## config.mk

```make
export PLATFORM = sky130hd
export DESIGN_NAME = hex_field_render
export DESIGN_NICKNAME = d
export VERILOG_FILES = /design/src/dbg_overlay_pkg.sv /design/src/hex_font_rom.sv /design/src/hex_field_render.sv
export VERILOG_INCLUDE_DIRS = /design/src
export SDC_FILE = /design/constraint.sdc
export NUM_CORES = 1
export LEC_CHECK = 0
export BUFFER_PORTS_ARGS = -buffer_cell sky130_fd_sc_hd__buf_2
export CORE_MARGIN = 5
export CORE_UTILIZATION = 25
export CTS_CLUSTER_DIAMETER = 80
export DETAILED_ROUTE_END_ITERATION = 6
export HOLD_SLACK_MARGIN = 0.02
export PLACE_DENSITY_LB_ADDON = 0.2
export SLEW_MARGIN = 15
export SYNTH_ARGS = -nofsm -noshare
export SYNTH_HDL_FRONTEND = slang
export SYNTH_SLANG_ARGS = --single-unit
export TNS_END_PERCENT = 20
```

## constraint.sdc

```tcl
create_clock -name clk_i -period 0.8 [get_ports clk_i]
set_clock_uncertainty 0.15 [all_clocks]
set_input_delay 0.08 -clock clk_i [delete_from_list [all_inputs] [get_ports clk_i]]
set_output_delay 0.08 -clock clk_i [all_outputs]
set_load 0.02 [all_outputs]
```

## src/dbg_overlay_config.svh

```systemverilog
`ifndef DBG_OVERLAY_CONFIG_SVH
`define DBG_OVERLAY_CONFIG_SVH

// Screen coordinate width, enough for 1024 columns or rows
`define DBG_COORD_W 10

// One colour channel
`define DBG_COLOR_W 8

// Number of hex byte readouts in the band
`define DBG_HEX_BYTES 8

// Glyph cell size in pixels
`define DBG_CHAR_W 8
`define DBG_CHAR_H 8

// Top left corner of the text band
`define DBG_X_OFFSET 16
`define DBG_Y_OFFSET 24

// Blank columns after each two-glyph readout
`define DBG_FIELD_GAP 8

`endif

```

## src/dbg_overlay_pkg.sv

```systemverilog
`include "dbg_overlay_config.svh"

package dbg_overlay_pkg;

    // Screen position, used for both x and y
    typedef logic [`DBG_COORD_W-1:0] coord_t;

    // One colour channel of a pixel
    typedef logic [`DBG_COLOR_W-1:0] color_t;

    // A displayed byte and one of its hex digits
    typedef logic [7:0] hex_byte_t;
    typedef logic [3:0] nibble_t;

    // Readout number, 0 to 7
    typedef logic [2:0] field_idx_t;

    // Column or row inside an 8x8 glyph
    typedef logic [2:0] glyph_pos_t;

    // One row of font pixels, bit 0 is the leftmost pixel
    typedef logic [7:0] glyph_row_t;

    // What the current pixel falls on inside the band
    typedef enum logic [1:0] {
        CELL_NONE = 2'd0,
        CELL_HIGH = 2'd1,
        CELL_LOW  = 2'd2,
        CELL_GAP  = 2'd3
    } cell_kind_t;

endpackage

```

## src/hex_font_rom.sv

```systemverilog
`timescale 1ns/100ps

module hex_font_rom (
    input  dbg_overlay_pkg::nibble_t    nibble_i,
    input  dbg_overlay_pkg::glyph_pos_t row_i,
    output dbg_overlay_pkg::glyph_row_t row_bits_o
);

    // Whole glyph for the selected digit
    // Row 0 sits in the top byte, row 7 in the bottom byte
    logic [63:0] glyph;

    always_comb begin
        case (nibble_i)
            4'h0:    glyph = 64'h1C22322A26221C00;
            4'h1:    glyph = 64'h080C080808081C00;
            4'h2:    glyph = 64'h1C22201804023E00;
            4'h3:    glyph = 64'h3E20101820221C00;
            4'h4:    glyph = 64'h101814123E101000;
            4'h5:    glyph = 64'h3E021E2020221C00;
            4'h6:    glyph = 64'h3804021E22221C00;
            4'h7:    glyph = 64'h3E20100804040400;
            4'h8:    glyph = 64'h1C22221C22221C00;
            4'h9:    glyph = 64'h1C22223C20100E00;
            4'hA:    glyph = 64'h081422223E222200;
            4'hB:    glyph = 64'h1E22221E22221E00;
            4'hC:    glyph = 64'h1C22020202221C00;
            4'hD:    glyph = 64'h1E22222222221E00;
            4'hE:    glyph = 64'h3E02021E02023E00;
            default: glyph = 64'h3E02021E02020200;
        endcase
    end

    // Inverted row number is 7 - row, so row 0 picks the top byte
    assign row_bits_o = glyph[{~row_i, 3'b000} +: 8];

endmodule

```

## src/hex_field_render.sv

```systemverilog
`timescale 1ns/100ps

module hex_field_render #(
    parameter int FIELD_IDX = 0
) (
    input  logic                        clk_i,
    input  logic                        rst_n_i,
    input  dbg_overlay_pkg::hex_byte_t  hex_value_i,
    input  dbg_overlay_pkg::field_idx_t field_idx_i,
    input  dbg_overlay_pkg::cell_kind_t cell_kind_i,
    input  dbg_overlay_pkg::glyph_pos_t glyph_col_i,
    input  dbg_overlay_pkg::glyph_pos_t glyph_row_i,
    output logic                        hit_o
);

    // This readout owns the pixel and it lies on one of its two glyphs
    logic field_sel;

    dbg_overlay_pkg::nibble_t    nibble;
    dbg_overlay_pkg::glyph_row_t row_bits;

    always_comb begin
        field_sel = (field_idx_i == dbg_overlay_pkg::field_idx_t'(FIELD_IDX))
                 && ((cell_kind_i == dbg_overlay_pkg::CELL_HIGH)
                  || (cell_kind_i == dbg_overlay_pkg::CELL_LOW));

        // First glyph shows the upper digit
        if (cell_kind_i == dbg_overlay_pkg::CELL_HIGH) begin
            nibble = hex_value_i[7:4];
        end else begin
            nibble = hex_value_i[3:0];
        end
    end

    hex_font_rom u_font (
        .nibble_i   (nibble),
        .row_i      (glyph_row_i),
        .row_bits_o (row_bits)
    );

    // Stage 2 register, bit 0 of the font row is the leftmost pixel
    always_ff @(posedge clk_i or negedge rst_n_i) begin
        if (!rst_n_i) begin
            hit_o <= 1'b0;
        end else begin
            hit_o <= field_sel && row_bits[glyph_col_i];
        end
    end

endmodule

```

# --- After elaboration in Yosys (flattened, before gate mapping) ---
# Memory sizes are Yosys's and may differ from the RTL's.
# Cells that the tools add are included.
totals:
  inputBits: 21
  output_inout_bits: 1
  reg_bits: 1
  mem_bits_ro: 560
  n_memories: 1
mem_list:
  columns: ["memory", "depth", "word_bits", "rd", "rd_ports_with_merged_regs", "wr", "line_no", "text"]
  rows:
  - ["(name not given)", 16, 35, 1, 0, 0, "hex_font_rom.sv:14", "case (nibble_i)"]
op_classes:
  bitwise: 1
  n_reduce_logical: 4
  eq_ne: 2
  n_lt_le_gt_ge: 1
  n_shift: 1
  muxes: 3
op_table:
  columns: ["cell", "count"]
  rows:
  - ["indexed part select 64 x 7 -> 8 bit", 1]
  - ["< comparator 3 x 4 -> 1 bit, second input constant", 1]
  - ["2-to-1 mux 4 bit", 1]
  - ["binary-select mux 1 bit (select 3 bit)", 1]
  - ["zero test 3 bit", 1]
  - ["NOT 3 bit", 1]
  - ["== test 2 x 1 -> 1 bit, second input constant", 1]
  - ["== test 2 bit, second input constant", 1]
  - ["logical AND 1 bit", 2]
  - ["logical OR 1 bit", 1]
  - ["2-to-1 mux 1 bit", 1]

# --- Logic depth before layout (Yosys ltp) ---
# Gate-level depths: netlist (run 1).
# An unclocked memory read counts as a cell.
logic_depth:
  depth_word: 7
  mapped_depth: 13
  depth_no_buf: 12

# --- By module ---
# A second synthesis (run 1) with hierarchy kept.
unflattened:
  hier_cells: 148
  hier_area_um2: 1142.3
modules_own_cells:
  columns: ["mod", "cells_per_inst", "area_each_um2", "n_inst"]
  rows:
  - ["hex_font_rom", 136, 989.7, 1]
  - ["hex_field_render", 12, 152.6, 1]

# --- Worst setup path before layout (run 1) ---
# No wires, ideal clock.
synth_timing:
  path_kind: "input to register"
  from: "input cell_kind_i[1]"
  to: "register hit_o"
  path_stages: 12
  required_time_ns: 0.583
  setup_slack_ns: -1.673
  arrival_time_ns: 2.256
  setup_ns: 0.067
  cell_sequence: "inv_1 -> ha_1 -> buf_6 -> mux2_2 -> inv_1 -> ha_1 -> nor2_1 -> a21o_1 -> a221oi_1 -> a211oi_2 -> o32ai_1 -> o221a_1"
synth_via:
  elab_chain_cells: 7
  word_cells_on_any_way: 10
  classes_between: "eq/ne: 2; shift: 1; mux: 3; reduce/logical: 3; memory: 1"
synth_lines:
  columns: ["item", "line_no", "text"]
  rows:
  - ["start, declared", "hex_field_render.sv:10", "input dbg_overlay_pkg::cell_kind_t cell_kind_i,"]
  - ["== test 2 x 1 -> 1 bit", "hex_field_render.sv:24, hex_field_render.sv:28", null]
  - ["2-to-1 mux 4 bit", "hex_field_render.sv:28", "if (cell_kind_i == dbg_overlay_pkg::CELL_HIGH) begin"]
  - ["memory read (16 x 35 bit)", null, null]
  - ["indexed part select 64 x 7 -> 8 bit", "hex_font_rom.sv:35", "assign row_bits_o = glyph[{~row_i, 3'b000} +: 8];"]
  - ["binary-select mux 1 bit (select 3 bit)", "hex_field_render.sv:46", "hit_o <= field_sel && row_bits[glyph_col_i];"]
  - ["2-to-1 mux 1 bit (implied by the code)", "hex_field_render.sv:46", null]
  - ["logical AND 1 bit (*)", "hex_field_render.sv:46", null]
  - ["end signal, assigned", "hex_field_render.sv:46", null]
  - ["end, declared", "hex_field_render.sv:13", "output logic hit_o"]
# Every way passes the cells marked *; elsewhere a longest branch is shown, timed or not. The select of a mux whose other input is x is not followed.

# --- Final worst setup path (run 1) ---
# Same ends and word-level chain as after synthesis.

==> results of run 1 <==
[kinds of logic after synthesis]
family,after synthesis,share of synthesized area
muxes,12,0.160
buffers and inverters,20,0.0936
AOI/OAI and AO/OA,64,0.422
and+or+nand+nor,45,0.199
DFF,1,0.0228
adders and majority gates,9,0.103
[area by class of cell]
type | count | area [um2] | share of cell area
inverters | 7 | 48.8 | 0.0257
well taps | 52 | 65.1 | 0.0343
flip-flops and latches | 1 | 25.0 | 0.0132
multi-input cells | 130 | 1100 | 0.582
repair buffers | 82 | 653 | 0.344
[worst max-delay path, cell delays in order]
cell,delay [ns]
buf_8,0.11
inv_12,0.04
ha_4,0.16
mux2_4,0.38
ha_4,0.34
nand2_1,0.06
a211o_1,0.28
a31oi_1,0.17
o2111ai_1,0.17
a21oi_1,0.17
o221a_1,0.19
[routing by layer]
layer	vias to the layer above	share of wire
li1	728	-
met1	745	0.45
met2	54	0.48
met3	8	0.059
met4	0	0.013
met5	-	0
[worst max path at each step]
| stage | end | slack, ns |
|---|---|---|
| 3_3_place_gp | hit_o$_DFF_PN0_ | -1.72 |
| 3_5_place_dp | hit_o$_DFF_PN0_ | -1.72 |
| 5_1_grt | hit_o$_DFF_PN0_ | -1.64 |
| 4_1_cts | hit_o$_DFF_PN0_ | -1.54 |
| 2_1_floorplan | hit_o$_DFF_PN0_ | -1.46 |
| 6_report | hit_o$_DFF_PN0_ | -1.56 |
[stage by stage]
stage / setup TNS (ns) / power [W] / instance area [um2] / worst slack [ns] / util
4_1_cts: -1.54 / 0.00130 / 1820 / -1.54 / 0.423
3_5_place_dp: -1.72 / 0.00118 / 1670 / -1.72 / 0.389
2_1_floorplan: -1.46 / 0.000698 / 1190 / -1.46 / -
5_1_grt: -1.64 / 0.00147 / 1900 / -1.64 / 0.442
6_report: -1.56 / 0.00138 / 1900 / -1.56 / 0.442
3_3_place_gp: -1.72 / 0.00119 / 1670 / -1.72 / 0.389
[layout by cell type (no fill, tap or decap), types with 3 or more instances in the layout]
| cell | synthesis | final |
|---|---|---|
| inv_1 | 7 | 3 |
| nor2_1 | 12 | 12 |
| a221oi_2 | 1 | 3 |
| a221oi_1 | 6 | 4 |
| ha_4 | 0 | 6 |
| a31oi_1 | 4 | 3 |
| o21ai_1 | 2 | 5 |
| buf_6 | 3 | 4 |
| buf_2 | 4 | 20 |
| buf_4 | 0 | 51 |
| a21oi_1 | 9 | 9 |
| mux2i_1 | 4 | 4 |
| buf_12 | 0 | 5 |
| nand2b_1 | 3 | 3 |
| nand2_1 | 16 | 16 |
| nor3_1 | 4 | 3 |
| o21ai_0 | 13 | 8 |
| mux2i_4 | 3 | 3 |
| mux2_4 | 3 | 5 |
[power by group]
group	internal [W]	leakage (nW)	switching (W)
clock network	0	0	0
registers	0.0000524	0.0139	0.000000183
logic	0.000684	0.793	0.000647
total	0.000737	0.807	0.000647
[timing repair]
item                                    CTS  global route
hold buffers                              1             0
endpoints found under the setup margin    1             1
setup buffers                             9             4
pin swaps                                11            14
gates resized for setup                  15            12
hold endpoints to repair                  1             0
==> impl_metrics.toml, run 1 <==
[status]
status = "finished, violations left"
violations = "setup timing"

[logic_synthesis]
avgSynthCellArea_um2 = 7.26
synth_commonest_cells = "16 x nand2_1, 13 x o21ai_0, 12 x nor2_1, 9 x a21oi_1, 9 x ha_1"
synth_ff_type = "dfrtp_1"
async_reset_ff_frac = 1.00
yosysWarnings = 0
synth_nets = 181
post_synth_num_cell_types = 50
ys_seq_area_frac = 0.0228
synth.area.top_cells = "ha_1 10%, mux2i_4 6.2%, o21ai_0 5.9%"
synthMostInstantiatedCell = "nand2_1"
yosysTopAreaCellShare = 0.103
syn_inst = 151
syn_area_um2 = 1100
yosysTopAreaCell = "ha_1"
synth_edf_count = 0
ys_ff_latch = 1

[global_route]
grt_use_met3 = 0.00946
grt_overflow = 0
grt_max_degree = 13
use_met1 = 0.193
grt_pass1_wl_mm = 7.14
grt_usage = 0.141
use_met2 = 0.245
grt_pass1_vias = 1505
grt_antenna_before_repair = 0
top_usage_layer = "met2"

[floorplanning]
row_count = 24
boundaryPins = 22
die_y_um = 76.2
fp.dieW_um = 76.2
coreArea_um2 = 4290
die_area_um2 = 5810
start_util = 0.255

[worst_setup_path]
crit_path_start_kind = "input port"
crit_arrival_ns = 2.15
worstSetupPathType = "input port to flip-flop"
critPathCaptureType = "flip-flop"
crit_required_ns = 0.58
path_max_fanout = 6
critPathLaunch = "cell_kind_i[1]"

[detailed_routing]
drt_iter0_drc = 102
vias_per_cell = 5.64
routed_wl_mm = 4.42
first_pass_iters = 4
vias = 1535
ant_nets = 0
remaining_drc_errors = 0
routedWlPerCell_um = 16.3

[final_layout]
final_layout_size_suffix_gt1_frac = 0.518
reg_top3 = "hit_o: 1 flops"
area_delta_synth_final_pct = 73.1
largest-register = "hit_o"
largest_reg_flops = 1
fin_nets = 252
num_antenna_cells = 0
stdcell_count = 272
fill_cells = 428

[timing]
hold_violations = 0
setup_slack_ns = -1.56
fmax_mhz = 423
finalCritPeriodShare = 2.96
maxSlewHeadroom = 0.733
setup_viol = 1
drv_slew = 0
worstMarginPinSlew_ns = 0.390
rsz0062_at_grt = "yes"
min_period_ns = 2.36
whs_ns = 0.216

[hold_path]
holdPathStages = 3
min_to = "hit_o$_DFF_PN0_"
hold_path.class = "input port to flip-flop"
hold_start = "field_idx_i[2]"

[pwr]
p_leak_nw = 0.807
vdd_ir_drop_max_v = 0.000231
p_per_area_nw_per_um2 = 729

[flow_run]
drv_cap = 0

[placement]
routabilityCongestion = 0.937
numPortBuffers = 21
hpwl_mm = 3.36
dp.cells = 258

[clocking]
path_clk_slew_ns = 0
No activity file was read; power rests on OpenSTA's default activity.
==> run 2, diff against run 1 <==
--- a/config.mk
+++ b/config.mk
@@ -13,6 +13,7 @@
 export DETAILED_ROUTE_END_ITERATION = 6
 export HOLD_SLACK_MARGIN = 0.02
 export PLACE_DENSITY_LB_ADDON = 0.2
+export REMOVE_ABC_BUFFERS = 1
 export SLEW_MARGIN = 15
 export SYNTH_ARGS = -nofsm -noshare
 export SYNTH_HDL_FRONTEND = slang
==> constraint.sdc (replaced) <==
create_clock -name clk_i -period 2.8 [get_ports clk_i]
set_clock_uncertainty 0.15 [all_clocks]
set_input_delay 0.28 -clock clk_i [delete_from_list [all_inputs] [get_ports clk_i]]
set_output_delay 0.28 -clock clk_i [all_outputs]
set_load 0.02 [all_outputs]
==> run 2 against run 1 <==
First-iteration DRC count is 120% higher. Largest cell class unchanged. Cell area is 24% lower. Via count is 7.8% lower. Worst setup slack better by 1.7 ns. The run now ends clean.
==> impl_metrics.toml, run 2 (synthesis gave the netlist of run 1 again) <==
[status]
status = "completed"

[floorplanning]
fp.dieW_um = 76.2
row_count = 24
coreArea_um2 = 4290
die_y_um = 76.2
boundaryPins = 22
die_area_um2 = 5810
start_util = 0.255

[detailed_routing]
vias = 1416
remaining_drc_errors = 0
routed_wl_mm = 3.91
first_pass_iters = 5
drt_iter0_drc = 224
vias_per_cell = 6.03
routedWlPerCell_um = 16.6
ant_nets = 0

[worst_setup_path]
critical_path.endpoint = "hit_o$_DFF_PN0_"
crit_chain = "buf_2 > inv_2 > ha_4 > mux2i_4 > inv_2 > buf_6 > ha_1 > a21o_1 > a31oi_1 > o21ai_1 > a211oi_2 > o32ai_1 > o221a_1"
crit_path_max_incr_delay_ns = 0.32
critPathCaptureType = "flip-flop"
critPathLaunch = "cell_kind_i[1]"
slowest_stage = "mux2i_4"
path_max_fanout = 6
crit_required_ns = 2.52
crit_path_start_kind = "input port"
worstSetupPathType = "input port to flip-flop"
crit_path_frequent_cell = "inv_2"
crit_arrival_ns = 2.40

[final_layout]
design_area_um2 = 1450
multiInputGateArea_um2 = 1030
final_layout_size_suffix_gt1_frac = 0.372
largest-register = "hit_o"
mostFrequentLayoutCells = "21 x buf_2, 21 x buf_4, 16 x nand2_1, 12 x o21ai_0, 11 x nor2_1"
largest_reg_flops = 1
fin_nets = 215
num_antenna_cells = 0
reg_top3 = "hit_o: 1 flops"
area_delta_synth_final_pct = 32.1
fill_cells = 469
ff_latch_area_um2 = 25.0

[timing]
finalCritPeriodShare = 0.957
min_period_ns = 2.68
setup_viol = 0
fmax_mhz = 373
whs_ns = 0.420
hold_violations = 0
rsz0062_at_grt = "no"
maxSlewHeadroom = 0.698
worstMarginPinSlew_ns = 0.444
drv_slew = 0

[global_route]
grt_max_degree = 24
grt_overflow = 0
grt_pass1_vias = 1387
grt_pass1_wl_mm = 6.49
grt_antenna_before_repair = 0
grt_usage = 0.126

[placement]
numPortBuffers = 21
hpwl_mm = 2.98
place_area_um2 = 1380
routabilityCongestion = 0.891

[pwr]
p_leak_nw = 0.585
p_per_area_nw_per_um2 = 204
vdd_ir_drop_max_v = 0.0000461

[hold_path]
hold_path.class = "input port to flip-flop"
hold_start = "field_idx_i[2]"

[flow_run]
drv_cap = 0

[clocking]
path_clk_slew_ns = 0
==> run 2: changes by cell type in the layout (fill, tap and decap cells not counted), sizes merged <==
cell | previous run | this run
buf | 81 | 44
==> run 2: where the power goes <==
part / switching, W / internal, W / leakage, nW / total [W]
sequential: 0.0000000435 / 0.0000150 / 0.0139 / 0.0000150
combinational: 0.000154 / 0.000125 / 0.571 / 0.000280
clock: 0 / 0 / 0 / 0
total: 0.000154 / 0.000140 / 0.585 / 0.000295
==> run 2: how the worst min path moves through the flow <==
stage                           end  cells after the start  slack (ns)
floorplan           hit_o$_DFF_PN0_                      0       -0.17
global placement    hit_o$_DFF_PN0_                      1       -0.09
detailed placement  hit_o$_DFF_PN0_                      1       -0.09
CTS                 hit_o$_DFF_PN0_                      3        0.43
global route        hit_o$_DFF_PN0_                      3        0.45
finish              hit_o$_DFF_PN0_                      3        0.42
==> run 2: cell type report <==
type | instances | area share
multi-input combinational | 130 | 0.710
timing repair buffer | 45 | 0.210
tap | 52 | 0.0449
inverter | 7 | 0.0182
sequential | 1 | 0.0173
==> run 2: layer usage <==
layer / up-vias / global-route usage / part of all wire
met5: - / 0 / 0
met4: 0 / 0.0437 / 0.026
met3: 10 / 0.0106 / 0.085
met2: 87 / 0.218 / 0.49
met1: 664 / 0.162 / 0.40
li1: 655 / - / -
==> run 2: stage by stage <==
stage               std cells  TNS (ns)  setup WS (ns)  utilization  total power (W)
detailed placement        234    -0.159         -0.159        0.320         0.000275
global route              235         0        0.00635        0.337         0.000318
finish                    235         0          0.120        0.337         0.000295
CTS                       235         0        0.00917        0.328         0.000282
global placement          234    -0.149         -0.149        0.320         0.000279
floorplan                 138   -0.0749        -0.0749            -         0.000165
==> run 2: critical path, delay by kind of cell <==
kind | cells | cell delay [ns]
AOI/OAI and AO/OA | 6 | 1.04
muxes | 1 | 0.32
adders and majority gates | 2 | 0.36
buffers and inverters | 4 | 0.40
==> run 2: repair_timing <==
item                                    CTS  global route
endpoints found under the setup margin    1             1
pin swaps                                 1             6
hold endpoints to repair                  1             0
buffers inserted                          0             0
hold buffers                              1             0
gates resized for setup                   5            12
==> run 3, diff against run 2 <==
--- a/config.mk
+++ b/config.mk
@@ -6,14 +6,15 @@
 export SDC_FILE = /design/constraint.sdc
 export NUM_CORES = 1
 export LEC_CHECK = 0
-export BUFFER_PORTS_ARGS = -buffer_cell sky130_fd_sc_hd__buf_2
 export CORE_MARGIN = 5
 export CORE_UTILIZATION = 25
 export CTS_CLUSTER_DIAMETER = 80
 export DETAILED_ROUTE_END_ITERATION = 6
+export DONT_BUFFER_PORTS = 1
 export HOLD_SLACK_MARGIN = 0.02
 export PLACE_DENSITY_LB_ADDON = 0.2
 export REMOVE_ABC_BUFFERS = 1
+export SETUP_SLACK_MARGIN = 0.3
 export SLEW_MARGIN = 15
 export SYNTH_ARGS = -nofsm -noshare
 export SYNTH_HDL_FRONTEND = slang
==> run 3 against run 2 <==
Global-route usage increased by 0.91 points. Worst hold slack lost 0.10 ns. Final cell count decreased by 6.0%. Power rose by 10%. Cell area rose by 6.9%. Sequential power is 3% higher. Critical path depth decreased by 1. Critical path type unchanged.
==> impl_metrics.toml, run 3 (synthesis gave the netlist of run 1 again) <==
[detailed_routing]
first_pass_iters = 4
vias_per_cell = 6.22
remaining_drc_errors = 0
vias = 1375
drt_iter0_drc = 298
ant_nets = 0
routed_wl_mm = 4.31
routedWlPerCell_um = 19.5

[floorplanning]
fp.dieW_um = 76.2
row_count = 24
die_y_um = 76.2
die_area_um2 = 5810
coreArea_um2 = 4290
boundaryPins = 22
start_util = 0.255

[pwr]
p_per_area_nw_per_um2 = 210
vdd_ir_drop_max_v = 0.0000632
p_leak_nw = 0.550
power_w = 0.000325

[worst_setup_path]
crit_path_start_kind = "input port"
slowest_stage = "mux2i_4"
crit_path_frequent_cell = "nor3_1"
critPathCaptureType = "flip-flop"
path_max_fanout = 5
path_delay_family = "compound AO/OA/AOI/OAI gates"
crit_required_ns = 2.58
crit_path_max_incr_delay_ns = 0.31
path_buf_inv = 3
worstSetupPathType = "input port to flip-flop"
crit_arrival_ns = 2.28
crit_chain = "inv_8 > ha_4 > buf_6 > mux2i_4 > inv_4 > ha_2 > mux2i_2 > nor3_1 > nor3_1 > a21oi_2 > a311oi_2 > o221a_1"

[global_route]
grt_pass1_vias = 1303
grt_overflow = 0
grt_usage = 0.135
grt_max_degree = 24
grt_pass1_wl_mm = 6.87
grt_antenna_before_repair = 0

[timing]
rsz0062_at_grt = "yes"
fmax_mhz = 400
tns_ns = 0
worstMarginPinSlew_ns = 0.506
finalCritPeriodShare = 0.892
setup_viol = 0
setup_slack_ns = 0.302
hold_violations = 0
drv_slew = 0
min_period_ns = 2.50
maxSlewHeadroom = 0.662

[final_layout]
num_antenna_cells = 0
fin_nets = 201
mostFrequentLayoutCells = "23 x buf_4, 15 x nand2_1, 12 x nor2_1, 8 x a21oi_1, 8 x o21ai_0"
largest-register = "hit_o"
reg_top3 = "hit_o: 1 flops"
multiInputGateArea_um2 = 1160
largest_reg_flops = 1
area_delta_synth_final_pct = 41.2
ff_latch_area_um2 = 25.0
final_common_cell = "buf_4"
final_layout_size_suffix_gt1_frac = 0.420
fill_cells = 431

[status]
status = "completed"

[hold_path]
hold_path.class = "input port to flip-flop"

[placement]
numPortBuffers = 0
routabilityCongestion = 0.879
place_ws_ns = 0.0304
hpwl_mm = 2.91

[flow_run]
drv_cap = 0

[clocking]
path_clk_slew_ns = 0
==> run 3: repair_timing <==
action,CTS,global route
gates resized for setup,25,29
pin swaps,13,18
hold buffers,1,0
hold endpoints to repair,1,0
buffers inserted,14,1
cloned,0,1
endpoints found under the setup margin,1,1
==> run 3: routing by layer <==
layer	track usage	routed length (um)
met3	0.00473	329
met1	0.187	1750
met5	0	0
met2	0.229	2130
met4	0.0332	99
==> run 3: worst paths after layout <==
kind	startpoint	end	slack (ns)	depth (start not counted)
max	cell_kind_i[1]	hit_o$_DFF_PN0_	0.30	12
min	field_idx_i[2]	hit_o$_DFF_PN0_	0.32	2
max in group asynchronous	rst_n_i	hit_o$_DFF_PN0_	2.05	1
min in group asynchronous	rst_n_i	hit_o$_DFF_PN0_	0.35	1
==> run 3: metrics by stage <==
| step | hold slack, ns | std cells | cell area (um2) | utilization |
|---|---|---|---|---|
| after floorplan | -0.166 | 138 | 1020 | - |
| after global placement | -0.166 | 204 | 1190 | 0.277 |
| after detailed placement | -0.166 | 204 | 1190 | 0.277 |
| after CTS | 0.325 | 219 | 1420 | 0.331 |
| final | 0.319 | 221 | 1550 | 0.360 |
| after global routing | 0.336 | 221 | 1550 | 0.360 |
==> run 3: final cells by class <==
class	count	area share
inverter	7	0.0251
multi-input combinational	131	0.749
sequential	1	0.0162
tap	52	0.0420
timing repair buffer	30	0.167
==> run 3: report_power, final <==
group | internal [W] | switching (W) | leakage (nW) | total (W)
clock network | 0 | 0 | 0 | 0
logic | 0.000147 | 0.000162 | 0.536 | 0.000310
registers | 0.0000150 | 0.000000400 | 0.0139 | 0.0000154
